### config.mk
export PLATFORM = sky130hd
export DESIGN_NAME = core_top
export DESIGN_NICKNAME = d
export VERILOG_FILES = /design/src/logic/core_pkg.sv /design/src/logic/alu.sv /design/src/logic/core_top.sv /design/src/logic/decoder.sv /design/src/logic/execute_unit.sv /design/src/logic/fetch_unit.sv /design/src/logic/register_file.sv
export SDC_FILE = /design/constraint.sdc
export NUM_CORES = 2
export LEC_CHECK = 0
export BUFFER_PORTS_ARGS = -buffer_cell sky130_fd_sc_hd__buf_2
export CAP_MARGIN = 20
export CORE_MARGIN = 2
export CORE_UTILIZATION = 40
export DETAILED_ROUTE_END_ITERATION = 7
export GPL_TIMING_DRIVEN = 0
export PLACE_DENSITY = 0.52
export SYNTH_ARGS = -nofsm -noshare
export SYNTH_HDL_FRONTEND = slang
export SYNTH_SLANG_ARGS = --single-unit
export TNS_END_PERCENT = 100
### constraint.sdc
create_clock -name clk_i -period 12.87 [get_ports clk_i]
set_input_delay 2.574 -clock clk_i [delete_from_list [all_inputs] [get_ports clk_i]]
set_output_delay 2.574 -clock clk_i [all_outputs]
set_load 0.005 [all_outputs]
### src/logic/core_pkg.sv
package core_pkg;

    // word and register index sizes
    localparam int XLEN       = 32;
    localparam int REG_ADDR_W = 5;

    // sequential pc step, one instruction word
    localparam logic [XLEN-1:0] PC_STEP = 4;

    // base opcodes of the supported subset
    localparam logic [6:0] OPC_LUI    = 7'b0110111;
    localparam logic [6:0] OPC_OP_IMM = 7'b0010011;
    localparam logic [6:0] OPC_OP     = 7'b0110011;
    localparam logic [6:0] OPC_BRANCH = 7'b1100011;
    localparam logic [6:0] OPC_JAL    = 7'b1101111;
    localparam logic [6:0] OPC_LOAD   = 7'b0000011;
    localparam logic [6:0] OPC_STORE  = 7'b0100011;

    // funct3 values, shared by OP and OP-IMM
    localparam logic [2:0] F3_ADD_SUB = 3'b000;
    localparam logic [2:0] F3_SLT     = 3'b010;
    localparam logic [2:0] F3_XOR     = 3'b100;
    localparam logic [2:0] F3_OR      = 3'b110;
    localparam logic [2:0] F3_AND     = 3'b111;
    localparam logic [2:0] F3_BEQ     = 3'b000;
    localparam logic [2:0] F3_BNE     = 3'b001;
    localparam logic [2:0] F3_LW      = 3'b010;
    localparam logic [2:0] F3_SW      = 3'b010;

    localparam logic [6:0] F7_BASE = 7'b0000000;
    localparam logic [6:0] F7_SUB  = 7'b0100000;

    typedef enum logic [2:0] {
        ALU_ADD, ALU_SUB, ALU_SLT, ALU_XOR, ALU_OR, ALU_AND, ALU_PASS_B
    } alu_op_e;

    typedef enum logic [1:0] {
        ST_FETCH, ST_EXEC, ST_MEM_REQ, ST_MEM_RESP
    } core_state_e;

endpackage

### src/logic/alu.sv
`timescale 1ns/1ps

module alu import core_pkg::*; (
    input  alu_op_e         op_i,
    input  logic [XLEN-1:0] a_i,
    input  logic [XLEN-1:0] b_i,
    output logic [XLEN-1:0] result_o,
    output logic            equal_o
);

    logic less_signed;

    assign less_signed = ($signed(a_i) < $signed(b_i));

    always_comb begin
        case (op_i)
            ALU_ADD: result_o = a_i + b_i;
            ALU_SUB: result_o = a_i - b_i;
            ALU_SLT: result_o = {{(XLEN-1){1'b0}}, less_signed};
            ALU_XOR: result_o = a_i ^ b_i;
            ALU_OR:  result_o = a_i | b_i;
            ALU_AND: result_o = a_i & b_i;
            // lui passes the upper immediate straight through
            ALU_PASS_B: result_o = b_i;
            default: result_o = a_i + b_i;
        endcase
    end

    // branch compare, independent of the selected operation
    assign equal_o = (a_i == b_i);

endmodule

### src/logic/core_top.sv
`timescale 1ns/1ps

module core_top import core_pkg::*; #(
    parameter logic [XLEN-1:0] RESET_PC = '0
) (
    input  logic            clk_i,
    input  logic            rstn_i,
    output logic            imem_req_valid_o,
    output logic [XLEN-1:0] imem_req_addr_o,
    input  logic            imem_req_ready_i,
    input  logic            imem_resp_valid_i,
    input  logic [XLEN-1:0] imem_resp_data_i,
    output logic            imem_resp_ready_o,
    output logic            dmem_req_valid_o,
    output logic [XLEN-1:0] dmem_req_addr_o,
    output logic [XLEN-1:0] dmem_req_wdata_o,
    output logic            dmem_req_write_o,
    input  logic            dmem_req_ready_i,
    input  logic            dmem_resp_valid_i,
    input  logic [XLEN-1:0] dmem_resp_data_i,
    output logic            dmem_resp_ready_o
);

    logic                  instr_valid;
    logic [XLEN-1:0]       instr;
    logic [XLEN-1:0]       pc;
    logic                  next_pc_valid;
    logic [XLEN-1:0]       next_pc;
    logic [REG_ADDR_W-1:0] rs1;
    logic [REG_ADDR_W-1:0] rs2;
    logic [REG_ADDR_W-1:0] rd;
    logic [XLEN-1:0]       imm;
    alu_op_e               alu_op;
    logic                  use_imm;
    logic                  reg_write;
    logic                  is_branch;
    logic                  branch_ne;
    logic                  is_jal;
    logic                  is_load;
    logic                  is_store;
    logic [XLEN-1:0]       rs1_data;
    logic [XLEN-1:0]       rs2_data;
    logic [XLEN-1:0]       alu_b;
    logic [XLEN-1:0]       alu_result;
    logic                  alu_equal;
    logic                  rf_we;
    logic [REG_ADDR_W-1:0] rf_rd;
    logic [XLEN-1:0]       rf_wdata;

    fetch_unit #(.RESET_PC(RESET_PC)) u_fetch (
        .clk_i, .rstn_i,
        .imem_req_valid_o, .imem_req_addr_o, .imem_req_ready_i,
        .imem_resp_valid_i, .imem_resp_data_i, .imem_resp_ready_o,
        .next_pc_valid_i (next_pc_valid), .next_pc_i (next_pc),
        .instr_valid_o (instr_valid), .instr_o (instr), .pc_o (pc)
    );

    decoder u_decoder (
        .instr_i (instr), .rs1_o (rs1), .rs2_o (rs2), .rd_o (rd), .imm_o (imm),
        .alu_op_o (alu_op), .use_imm_o (use_imm), .reg_write_o (reg_write),
        .is_branch_o (is_branch), .branch_ne_o (branch_ne), .is_jal_o (is_jal),
        .is_load_o (is_load), .is_store_o (is_store)
    );

    register_file u_regs (
        .clk_i, .rstn_i, .rs1_i (rs1), .rs2_i (rs2), .rd_i (rf_rd), .we_i (rf_we),
        .wdata_i (rf_wdata), .rs1_data_o (rs1_data), .rs2_data_o (rs2_data)
    );

    // second alu operand: immediate or rs2
    assign alu_b = use_imm ? imm : rs2_data;

    alu u_alu (
        .op_i (alu_op), .a_i (rs1_data), .b_i (alu_b),
        .result_o (alu_result), .equal_o (alu_equal)
    );

    execute_unit u_exec (
        .clk_i, .rstn_i, .instr_valid_i (instr_valid), .pc_i (pc),
        .reg_write_i (reg_write), .is_branch_i (is_branch), .branch_ne_i (branch_ne),
        .is_jal_i (is_jal), .is_load_i (is_load), .is_store_i (is_store),
        .rd_i (rd), .imm_i (imm), .rs2_data_i (rs2_data),
        .alu_result_i (alu_result), .alu_equal_i (alu_equal),
        .dmem_req_valid_o, .dmem_req_addr_o, .dmem_req_wdata_o, .dmem_req_write_o,
        .dmem_req_ready_i, .dmem_resp_valid_i, .dmem_resp_data_i, .dmem_resp_ready_o,
        .rf_we_o (rf_we), .rf_rd_o (rf_rd), .rf_wdata_o (rf_wdata),
        .next_pc_valid_o (next_pc_valid), .next_pc_o (next_pc)
    );

endmodule

### src/logic/decoder.sv
`timescale 1ns/1ps

module decoder import core_pkg::*; (
    input  logic [XLEN-1:0]       instr_i,
    output logic [REG_ADDR_W-1:0] rs1_o,
    output logic [REG_ADDR_W-1:0] rs2_o,
    output logic [REG_ADDR_W-1:0] rd_o,
    output logic [XLEN-1:0]       imm_o,
    output alu_op_e               alu_op_o,
    output logic                  use_imm_o,
    output logic                  reg_write_o,
    output logic                  is_branch_o,
    output logic                  branch_ne_o,
    output logic                  is_jal_o,
    output logic                  is_load_o,
    output logic                  is_store_o
);

    logic [6:0]      opcode;
    logic [2:0]      funct3;
    logic [6:0]      funct7;
    logic [XLEN-1:0] imm_i;
    logic [XLEN-1:0] imm_s;
    logic [XLEN-1:0] imm_b;
    logic [XLEN-1:0] imm_u;
    logic [XLEN-1:0] imm_j;
    alu_op_e         arith_op;
    logic            arith_ok;
    logic            op_funct7_ok;

    assign opcode = instr_i[6:0];
    assign funct3 = instr_i[14:12];
    assign funct7 = instr_i[31:25];
    assign rd_o   = instr_i[11:7];
    assign rs1_o  = instr_i[19:15];
    assign rs2_o  = instr_i[24:20];

    assign imm_i = {{20{instr_i[31]}}, instr_i[31:20]};
    assign imm_s = {{20{instr_i[31]}}, instr_i[31:25], instr_i[11:7]};
    assign imm_b = {{19{instr_i[31]}}, instr_i[31], instr_i[7], instr_i[30:25],
                    instr_i[11:8], 1'b0};
    assign imm_u = {instr_i[31:12], 12'b0};
    assign imm_j = {{11{instr_i[31]}}, instr_i[31], instr_i[19:12], instr_i[20],
                    instr_i[30:21], 1'b0};

    // funct3 to alu operation, shared by register and immediate forms
    always_comb begin
        arith_ok = 1'b1;
        case (funct3)
            F3_ADD_SUB: arith_op = ALU_ADD;
            F3_SLT:     arith_op = ALU_SLT;
            F3_XOR:     arith_op = ALU_XOR;
            F3_OR:      arith_op = ALU_OR;
            F3_AND:     arith_op = ALU_AND;
            default: begin
                arith_op = ALU_ADD;
                arith_ok = 1'b0;
            end
        endcase
    end

    // only SUB may carry the alternate funct7
    assign op_funct7_ok = (funct7 == F7_BASE) || (funct7 == F7_SUB && funct3 == F3_ADD_SUB);

    always_comb begin
        // anything not matched below retires as a no-op
        imm_o       = imm_i;
        alu_op_o    = ALU_ADD;
        use_imm_o   = 1'b0;
        reg_write_o = 1'b0;
        is_branch_o = 1'b0;
        branch_ne_o = 1'b0;
        is_jal_o    = 1'b0;
        is_load_o   = 1'b0;
        is_store_o  = 1'b0;
        case (opcode)
            OPC_LUI: begin
                imm_o       = imm_u;
                alu_op_o    = ALU_PASS_B;
                use_imm_o   = 1'b1;
                reg_write_o = 1'b1;
            end
            OPC_OP_IMM: begin
                alu_op_o    = arith_op;
                use_imm_o   = arith_ok;
                reg_write_o = arith_ok;
            end
            OPC_OP: begin
                if (arith_ok && op_funct7_ok) begin
                    alu_op_o    = (funct7 == F7_SUB) ? ALU_SUB : arith_op;
                    reg_write_o = 1'b1;
                end
            end
            OPC_BRANCH: begin
                imm_o       = imm_b;
                alu_op_o    = ALU_SUB;
                is_branch_o = (funct3 == F3_BEQ) || (funct3 == F3_BNE);
                branch_ne_o = (funct3 == F3_BNE);
            end
            OPC_JAL: begin
                imm_o       = imm_j;
                reg_write_o = 1'b1;
                is_jal_o    = 1'b1;
            end
            OPC_LOAD: begin
                use_imm_o   = (funct3 == F3_LW);
                reg_write_o = (funct3 == F3_LW);
                is_load_o   = (funct3 == F3_LW);
            end
            OPC_STORE: begin
                imm_o      = imm_s;
                use_imm_o  = (funct3 == F3_SW);
                is_store_o = (funct3 == F3_SW);
            end
            default: ;
        endcase
    end

endmodule

### src/logic/execute_unit.sv
`timescale 1ns/1ps

module execute_unit import core_pkg::*; (
    input  logic                  clk_i,
    input  logic                  rstn_i,
    input  logic                  instr_valid_i,
    input  logic [XLEN-1:0]       pc_i,
    input  logic                  reg_write_i,
    input  logic                  is_branch_i,
    input  logic                  branch_ne_i,
    input  logic                  is_jal_i,
    input  logic                  is_load_i,
    input  logic                  is_store_i,
    input  logic [REG_ADDR_W-1:0] rd_i,
    input  logic [XLEN-1:0]       imm_i,
    input  logic [XLEN-1:0]       rs2_data_i,
    input  logic [XLEN-1:0]       alu_result_i,
    input  logic                  alu_equal_i,
    output logic                  dmem_req_valid_o,
    output logic [XLEN-1:0]       dmem_req_addr_o,
    output logic [XLEN-1:0]       dmem_req_wdata_o,
    output logic                  dmem_req_write_o,
    input  logic                  dmem_req_ready_i,
    input  logic                  dmem_resp_valid_i,
    input  logic [XLEN-1:0]       dmem_resp_data_i,
    output logic                  dmem_resp_ready_o,
    output logic                  rf_we_o,
    output logic [REG_ADDR_W-1:0] rf_rd_o,
    output logic [XLEN-1:0]       rf_wdata_o,
    output logic                  next_pc_valid_o,
    output logic [XLEN-1:0]       next_pc_o
);

    core_state_e     state_q;
    logic [XLEN-1:0] load_data_q;
    logic [XLEN-1:0] pc_plus4;
    logic            branch_taken;

    always_ff @(posedge clk_i) begin
        if (!rstn_i) begin
            state_q <= ST_FETCH;
        end else begin
            case (state_q)
                ST_FETCH: begin
                    if (instr_valid_i) begin
                        state_q <= (is_load_i || is_store_i) ? ST_MEM_REQ : ST_EXEC;
                    end
                end
                ST_MEM_REQ: begin
                    // a store is done once accepted, a load waits for data
                    if (dmem_req_ready_i) begin
                        state_q <= is_store_i ? ST_EXEC : ST_MEM_RESP;
                    end
                end
                ST_MEM_RESP: begin
                    if (dmem_resp_valid_i) begin
                        state_q <= ST_EXEC;
                    end
                end
                default: state_q <= ST_FETCH;
            endcase
        end
    end

    always_ff @(posedge clk_i) begin
        if (state_q == ST_MEM_RESP && dmem_resp_valid_i) begin
            load_data_q <= dmem_resp_data_i;
        end
    end

    // address is the alu sum, operands stay fixed while the instruction is held
    assign dmem_req_valid_o  = (state_q == ST_MEM_REQ);
    assign dmem_req_addr_o   = alu_result_i;
    assign dmem_req_wdata_o  = rs2_data_i;
    assign dmem_req_write_o  = is_store_i;
    assign dmem_resp_ready_o = (state_q == ST_MEM_RESP);

    assign pc_plus4     = pc_i + PC_STEP;
    assign branch_taken = is_branch_i && (branch_ne_i ? !alu_equal_i : alu_equal_i);

    // retire, writeback and next pc all happen in ST_EXEC
    assign rf_we_o    = (state_q == ST_EXEC) && reg_write_i;
    assign rf_rd_o    = rd_i;
    assign rf_wdata_o = is_jal_i ? pc_plus4 : (is_load_i ? load_data_q : alu_result_i);

    assign next_pc_valid_o = (state_q == ST_EXEC);
    assign next_pc_o       = (branch_taken || is_jal_i) ? pc_i + imm_i : pc_plus4;

endmodule

### src/logic/fetch_unit.sv
`timescale 1ns/1ps

module fetch_unit import core_pkg::*; #(
    parameter logic [XLEN-1:0] RESET_PC = '0
) (
    input  logic            clk_i,
    input  logic            rstn_i,
    output logic            imem_req_valid_o,
    output logic [XLEN-1:0] imem_req_addr_o,
    input  logic            imem_req_ready_i,
    input  logic            imem_resp_valid_i,
    input  logic [XLEN-1:0] imem_resp_data_i,
    output logic            imem_resp_ready_o,
    input  logic            next_pc_valid_i,
    input  logic [XLEN-1:0] next_pc_i,
    output logic            instr_valid_o,
    output logic [XLEN-1:0] instr_o,
    output logic [XLEN-1:0] pc_o
);

    typedef enum logic [1:0] {
        F_IDLE, F_REQ, F_WAIT, F_HOLD
    } fetch_state_e;

    fetch_state_e    state_q;
    logic [XLEN-1:0] pc_q;
    logic [XLEN-1:0] instr_q;
    logic            instr_valid_q;

    always_ff @(posedge clk_i) begin
        if (!rstn_i) begin
            state_q       <= F_IDLE;
            pc_q          <= RESET_PC;
            instr_valid_q <= 1'b0;
        end else begin
            // one cycle pulse toward the execute unit
            instr_valid_q <= 1'b0;
            case (state_q)
                F_IDLE: state_q <= F_REQ;
                F_REQ: begin
                    if (imem_req_ready_i) begin
                        state_q <= F_WAIT;
                    end
                end
                F_WAIT: begin
                    if (imem_resp_valid_i) begin
                        instr_valid_q <= 1'b1;
                        state_q       <= F_HOLD;
                    end
                end
                default: begin
                    // instruction stays put until it retires
                    if (next_pc_valid_i) begin
                        pc_q    <= next_pc_i;
                        state_q <= F_REQ;
                    end
                end
            endcase
        end
    end

    // instruction word, captured on the response handshake
    always_ff @(posedge clk_i) begin
        if (state_q == F_WAIT && imem_resp_valid_i) begin
            instr_q <= imem_resp_data_i;
        end
    end

    assign imem_req_valid_o  = (state_q == F_REQ);
    assign imem_req_addr_o   = pc_q;
    assign imem_resp_ready_o = (state_q == F_WAIT);
    assign instr_valid_o     = instr_valid_q;
    assign instr_o           = instr_q;
    assign pc_o              = pc_q;

endmodule

### src/logic/register_file.sv
`timescale 1ns/1ps

module register_file import core_pkg::*; (
    input  logic                  clk_i,
    input  logic                  rstn_i,
    input  logic [REG_ADDR_W-1:0] rs1_i,
    input  logic [REG_ADDR_W-1:0] rs2_i,
    input  logic [REG_ADDR_W-1:0] rd_i,
    input  logic                  we_i,
    input  logic [XLEN-1:0]       wdata_i,
    output logic [XLEN-1:0]       rs1_data_o,
    output logic [XLEN-1:0]       rs2_data_o
);

    // x0 has no storage
    logic [XLEN-1:0] regs_q [1:31];

    always_ff @(posedge clk_i) begin
        if (!rstn_i) begin
            for (int i = 1; i < 32; i++) begin
                regs_q[i] <= '0;
            end
        end else if (we_i && rd_i != '0) begin
            regs_q[rd_i] <= wdata_i;
        end
    end

    // asynchronous reads
    assign rs1_data_o = (rs1_i == '0) ? '0 : regs_q[rs1_i];
    assign rs2_data_o = (rs2_i == '0) ? '0 : regs_q[rs2_i];

endmodule

# After elaboration in Yosys (flattened, before gate mapping)
# Memory sizes are Yosys's and may differ from the RTL's. A register that Yosys moved wholly into a read port is not among the register bits.
# Cells that the tools add are included.
# Widths: inputs -> output; s select.
[word_totals]
regBits = 101
ram_bits = 992
in_bits = 70
wordCells = 117
memories = 1
[classes]
n_addsub = 4
magnitude_cmp = 1
n_eq_ne = 30
muxes = 42
bitwise = 4
reduce_logical = 29
[mem_list]
columns = ["memory", "depth", "width", "read_ports", "rd_ports_with_merged_regs", "wr", "line_no", "text"]
rows = [
  ["u_regs.regs_q", 31, 32, 2, 2, 31, "register_file.sv:16", "logic [XLEN-1:0] regs_q [1:31];"],
]
[ops]
columns = ["operator", "n"]
rows = [
  ["$mux 32", 7],
  ["$pmux 32 s6", 1],
  ["$pmux 31 s4", 1],
  ["$add 32x32->32", 2],
  ["$add 32x3->32 const B", 1],
  ["$and 32x32->32", 1],
  ["$eq 32x32->1", 1],
  ["$lt 32x32->1", 1],
  ["$or 32x32->32", 1],
  ["$reduce_or 32->1", 1],
  ["$sub 32x32->32", 1],
  ["$xor 32x32->32", 1],
  ["$eq 7x6->1 const B", 4],
  ["$pmux 3 s4", 2],
  ["$eq 3x3->1 const B", 6],
  ["$mux 2", 8],
  ["$mux 5", 3],
  ["$eq 7x7->1 const B", 2],
  ["$mux 1", 14],
  ["$pmux 2 s3", 2],
  ["$logic_not 5->1", 2],
  ["$eq 3x2->1 const B", 3],
  ["$eq 7x2->1 const B", 1],
  ["$eq 7x5->1 const B", 1],
  ["other kinds (22)", 43],
]

# Logic depth before layout (Yosys ltp)
[depth]
depth_word = 13
mapped_depth = 27
ltp_nobuf = 23

# Modules after synthesis
# A second synthesis with hierarchy kept.
[hier_totals]
cells_unflattened = 5428
area_unflattened_um2 = 69033.7
[modules_own_cells]
columns = ["module", "n_inst", "cells_each", "area_per_inst_um2", "seq_area_each_um2"]
rows = [
  ["register_file", 1, 3505, 54214.5, 30749.5],
  ["alu", 1, 911, 5730.5, 0.0],
  ["execute_unit", 1, 634, 5053.6, 1001.0],
  ["fetch_unit", 1, 229, 2730.1, 1661.6],
  ["decoder", 1, 113, 760.7, 0.0],
  ["core_top", 1, 36, 544.3, 0.0],
]

# Least setup slack after synthesis
# Ideal clock, no wire load.
[synth_path]
path_type = "register to output"
start = "register (tool-made name)"
end = "output dmem_req_addr_o[0]"
arrival_time_ps = 5532
required_time_ps = 10296
setup_slack_ps = 4764
path_stages_with_launch = 21
n_path_buf = 4
path_cell_list = "dfxtp_1 -> clkbuf_1 -> clkbuf_1 -> clkbuf_1 -> buf_1 -> mux4_2 -> mux4_2 -> nand2_1 -> a21o_1 -> ha_1 -> inv_1 -> fa_1 -> nor2b_1 -> o21ai_0 -> a21oi_1 -> o21a_1 -> o21ai_0 -> o221ai_1 -> a2111oi_0 -> mux2i_1 -> o32ai_1"
[synth_lines]
columns = ["item", "line_no", "text"]
rows = [
  ["end, declared", "core_top.sv:15", "output logic [XLEN-1:0] dmem_req_addr_o,"],
]

==> metrics.md <==
| Metric | Value |
|---|---|
| Worst Path Arrival | `just over 10 ns` |
| Yosys warns | `0` |
| Total global-route track usage | `0.333` |
| Core box area | `0.162 sq mm` |
| DR WL/cell | `between 30 and 40 microns` |
| CTS Sinks | `1135` |
| Iteration-0 DRC count of the detailed router | `6950` |
| CTS max path bufs | `3` |
| Library cell used as clock root buffer | `clkbuf_16` |
| Total clock buffers created by CTS | `approximately 140` |
| PnR worst setup slack | `~0.25 ns` |
| Gp weighted congestion | `0.992` |
| Crit-path slowest cell | `o21ai_0` |
| Pre-CTS setup slack | `1.34 ns` |
| Area added between synthesis and finish | `14.9%` |
| Type of the worst setup path | `flop to output pin` |
| Part of the cycle the worst path needs | `0.980` |
| Critical Path Source Type | `flop` |
| Area share of the largest cell type after synthesis | `0.501` |
| Total of max-cap violations | `0` |
| Main area contributors after synthesis | `edfxtp_1 50%, mux4_2 22%, nor2_1 6.7%` |
| Vias per Instance | `6.28` |
| Worst endpoint required time | `10.30 ns` |
| Layout cells sized above 1 | `0.241` |
| HPWL after detailed placement | `approximately 220000 microns` |
| Capturing element type of the critical path | `output pin` |
| IO Count | `171` |
| Die area | `0.166 sq mm` |
| Number of antenna violations at the first check in global routing | `5` |
| Commonest register cell after synthesis | `edfxtp_1` |
| Maximum operating frequency | `0.0792 GHz` |
| DRC errors left | `0` |
| CP Buf/Inv Count | `6` |
| Wire length of the first global-routing pass | `382000 microns` |
| Worst-path cell chain | `clkbuf_1 > clkbuf_1 > buf_1 > mux4_2 > mux4_2 > mux2i_1 > nor2_1 > o21ai_0 > inv_1 > ha_1 > inv_1 > fa_1 > nor2b_1 > o31ai_1 > a211oi_1 > o31a_1 > o41a_1 > a21oi_1 > o21ai_0 > or4_1 > o21ai_1 > buf_2` |
| Starting density of the core | `0.402` |
| RSZ-0062 raised after global routing | `false` |
| Cell Rows | `148` |
| Nets | `around 5700` |
| Cell type with the highest aggregate area in the netlist | `edfxtp_1` |
| Reg clk slew, reported paths | `0.06 ns` |
| Gate Count Post-Synth | `5047` |
| Slew Limit Headroom | `0.0912` |
| Number of storage elements in the synthesis netlist | `between 1000 and 1500` |
| Post-CTS Setup Inserts | `0` |
| Total power after layout | `~0.015 W` |
| Outcome | `finished clean` |
| Async S/R FF share, synth | `0` |
| Antenna Violating Nets Remaining | `0` |
| Number of global-route vias before repair | `47300` |
| Number of hold buffers added after cts | `0` |
| Syn avg cell area | `12.9 sq um` |
| CTS HTree Levels | `4` |
| Mapped Area | `0.0652 sq mm` |
| Share of synthesized area occupied by flip-flops and latches | `0.516` |
| Total power per unit cell area | `between 150 and 200 mW/mm^2` |
| Final Hold Viols | `0` |
| Area post-placement | `0.0704 sq mm` |
| Cell area after layout | `0.0749 sq mm` |
| Chip Width | `slightly above 400 microns` |
| Clock period minus worst slack | `12.62 ns` |
| Final Routed Wirelength | `279000 microns` |
| Maximum single-stage delay on the critical path | `0.95 ns` |
| Number of enable-type register cells in the synthesized netlist | `1088` |
| Maximum net fanout on the critical path | `10` |
| Kind of cell adding the most delay to the critical path | `compound AO/OA/AOI/OAI gates` |
| Iteration count of the initial detailed-routing pass | `6` |
| Setup TNS | `0 ns` |
| Path class of the lowest-slack min-delay path | `flop to flop` |
| Number of unique standard cell types used by synthesis | `92` |
| Peak VDD IR | `0.000137 V` |
| Total congestion overflow after global routing | `0` |
| Routed via count | `just under 50000` |
| TritonCTS clock tree | `built` |
| Leakage | `28.0 nW` |
| Endpoints failing setup | `0` |
| Clock network latency to the later pin of the worst-skew pair | `0.80 ns` |
| Fin util | `0.462` |
| Number of input and output port buffers inserted | `169` |
| Number of pins exceeding their max-slew limit in the final report | `0` |
| Post_cts resized | `0` |
| Die extent in y | `approximately 410 microns` |
| Transition time of the tightest slew-check pin | `between 1 and 1.5 ns` |
| Pin count of the biggest net entering global routing | `33` |
| Setup Skew | `0.0333 ns` |
final cells by class:
type,instances,area [sq um]
fillers,14900,87300
flip-flops and latches,1135,33600
multi-input cells,3310,29100
clock buffers,177,3670
well taps,2175,2720
repair buffers,278,2540
plain buffers,459,2010
inverters,174,653
clock inverters,67,573
diodes,6,15.0
cell families (layout without fill, tap and decap cells):
logic type / Yosys count / count (layout) / synth area share
AOI/OAI and AO/OA: 649 / 649 / 0.0667
and+or+nand+nor: 1725 / 1725 / 0.110
adders and majority gates: 136 / 136 / 0.0265
DFF: 1135 / 1135 / 0.516
other: 1 / 38 / 0.0000576
muxes: 696 / 696 / 0.230
xor gates and xnor gates: 72 / 72 / 0.00968
buffers and inverters: 633 / 1155 / 0.0407
sequential cells by signal, summed over array words and instances (netlist names), named ones only:
| register | flops |
|---|---|
| u_fetch.instr_valid_o | 1 |
| u_exec.load_data_q | 32 |
| u_fetch.instr_o | 32 |
| u_exec.state_q | 2 |
| u_fetch.state_q | 2 |
| u_fetch.imem_req_addr_o | 32 |
| u_regs.regs_q | 1024 |
Yosys cell counts, drive strengths merged (51+ instances only):
cell type,count
nor2,1156
edfxtp,1088
mux4,640
nand2,256
clkbuf,250
buf,209
a21oi,173
inv,173
o21ai,139
ha,133
nor3,79
a21o,62
nand2b,51
where the power goes:
part	switching (W)	internal, W	total [W]
clock	0.00166	0.00213	0.00378
sequential	0.0000975	0.00425	0.00435
combinational	0.00448	0.00195	0.00642
worst paths after layout:
check	slack, ns	start	cells past startpoint	to
max	0.25	flop	22	dmem_req_addr_o[30]
min	0.51	u_fetch.instr_valid_o	2	u_exec.state_q[1]
max reg2reg	2.67	flop	23	u_regs.regs_q[2][19]
min reg2reg	0.51	u_fetch.instr_valid_o	2	u_exec.state_q[1]
metal layers:
metal	up-vias	track usage	wire length (microns)
met5	-	0	26
met4	4	0.206	21000
met3	635	0.0639	25500
met2	2983	0.529	130000
met1	25300	0.420	103000
li1	20000	-	-
placed cells by master, fill, tap and decap left out, drive strengths merged, types with 9 or more instances in the layout:
cell type  Yosys  final
nor2        1156   1156
edfxtp      1088   1088
mux4         640    640
buf          209    486
clkbuf       250    428
nand2        256    256
inv          173    179
a21oi        173    173
o21ai        139    139
ha           133    133
nor3          79     79
a21o          62     62
clkinv         1     56
nand2b        51     51
dfxtp         47     47
xnor2         44     44
nand3         43     43
mux2i         37     37
conb           1     32
a211oi        30     30
xor2          28     28
and3          28     28
o21a          23     23
o211ai        23     23
and2          22     22
a31oi         21     21
mux2          19     19
o21bai        18     18
nor2b         17     17
o31ai         17     17
nand4         14     14
or2           14     14
nor4          12     12
a221oi        12     12
or4           10     10
o22ai         10     10
o221ai        10     10
a21boi         9      9
per-stage QoR:
step                hold slack (ns)  std cells
finish                        0.511       7781
global route                  0.550       7775
CTS                           0.510       7758
global placement              0.485       7422
floorplan                     0.462       5078
detailed placement            0.499       7514
worst register-to-register path: stages (launching register included):
cell      delay [ns]
dfxtp_1         0.32
clkbuf_1        0.42
clkbuf_1        0.50
buf_8           0.24
buf_1           0.65
buf_8           0.25
mux4_2          0.50
mux4_2          0.55
mux2i_1         0.45
nor2_1          0.22
o21ai_0         0.92
ha_1            0.47
inv_1           0.20
a21oi_1         0.10
o31ai_1         0.31
a41oi_1         0.17
o221ai_1        0.60
nand2_1         0.16
a21o_1          0.21
a221oi_1        1.09
a31oi_1         0.20
o21ai_1         0.84
buf_2           0.47
nor2_1          0.09
(Power assumes the default switching activity.)
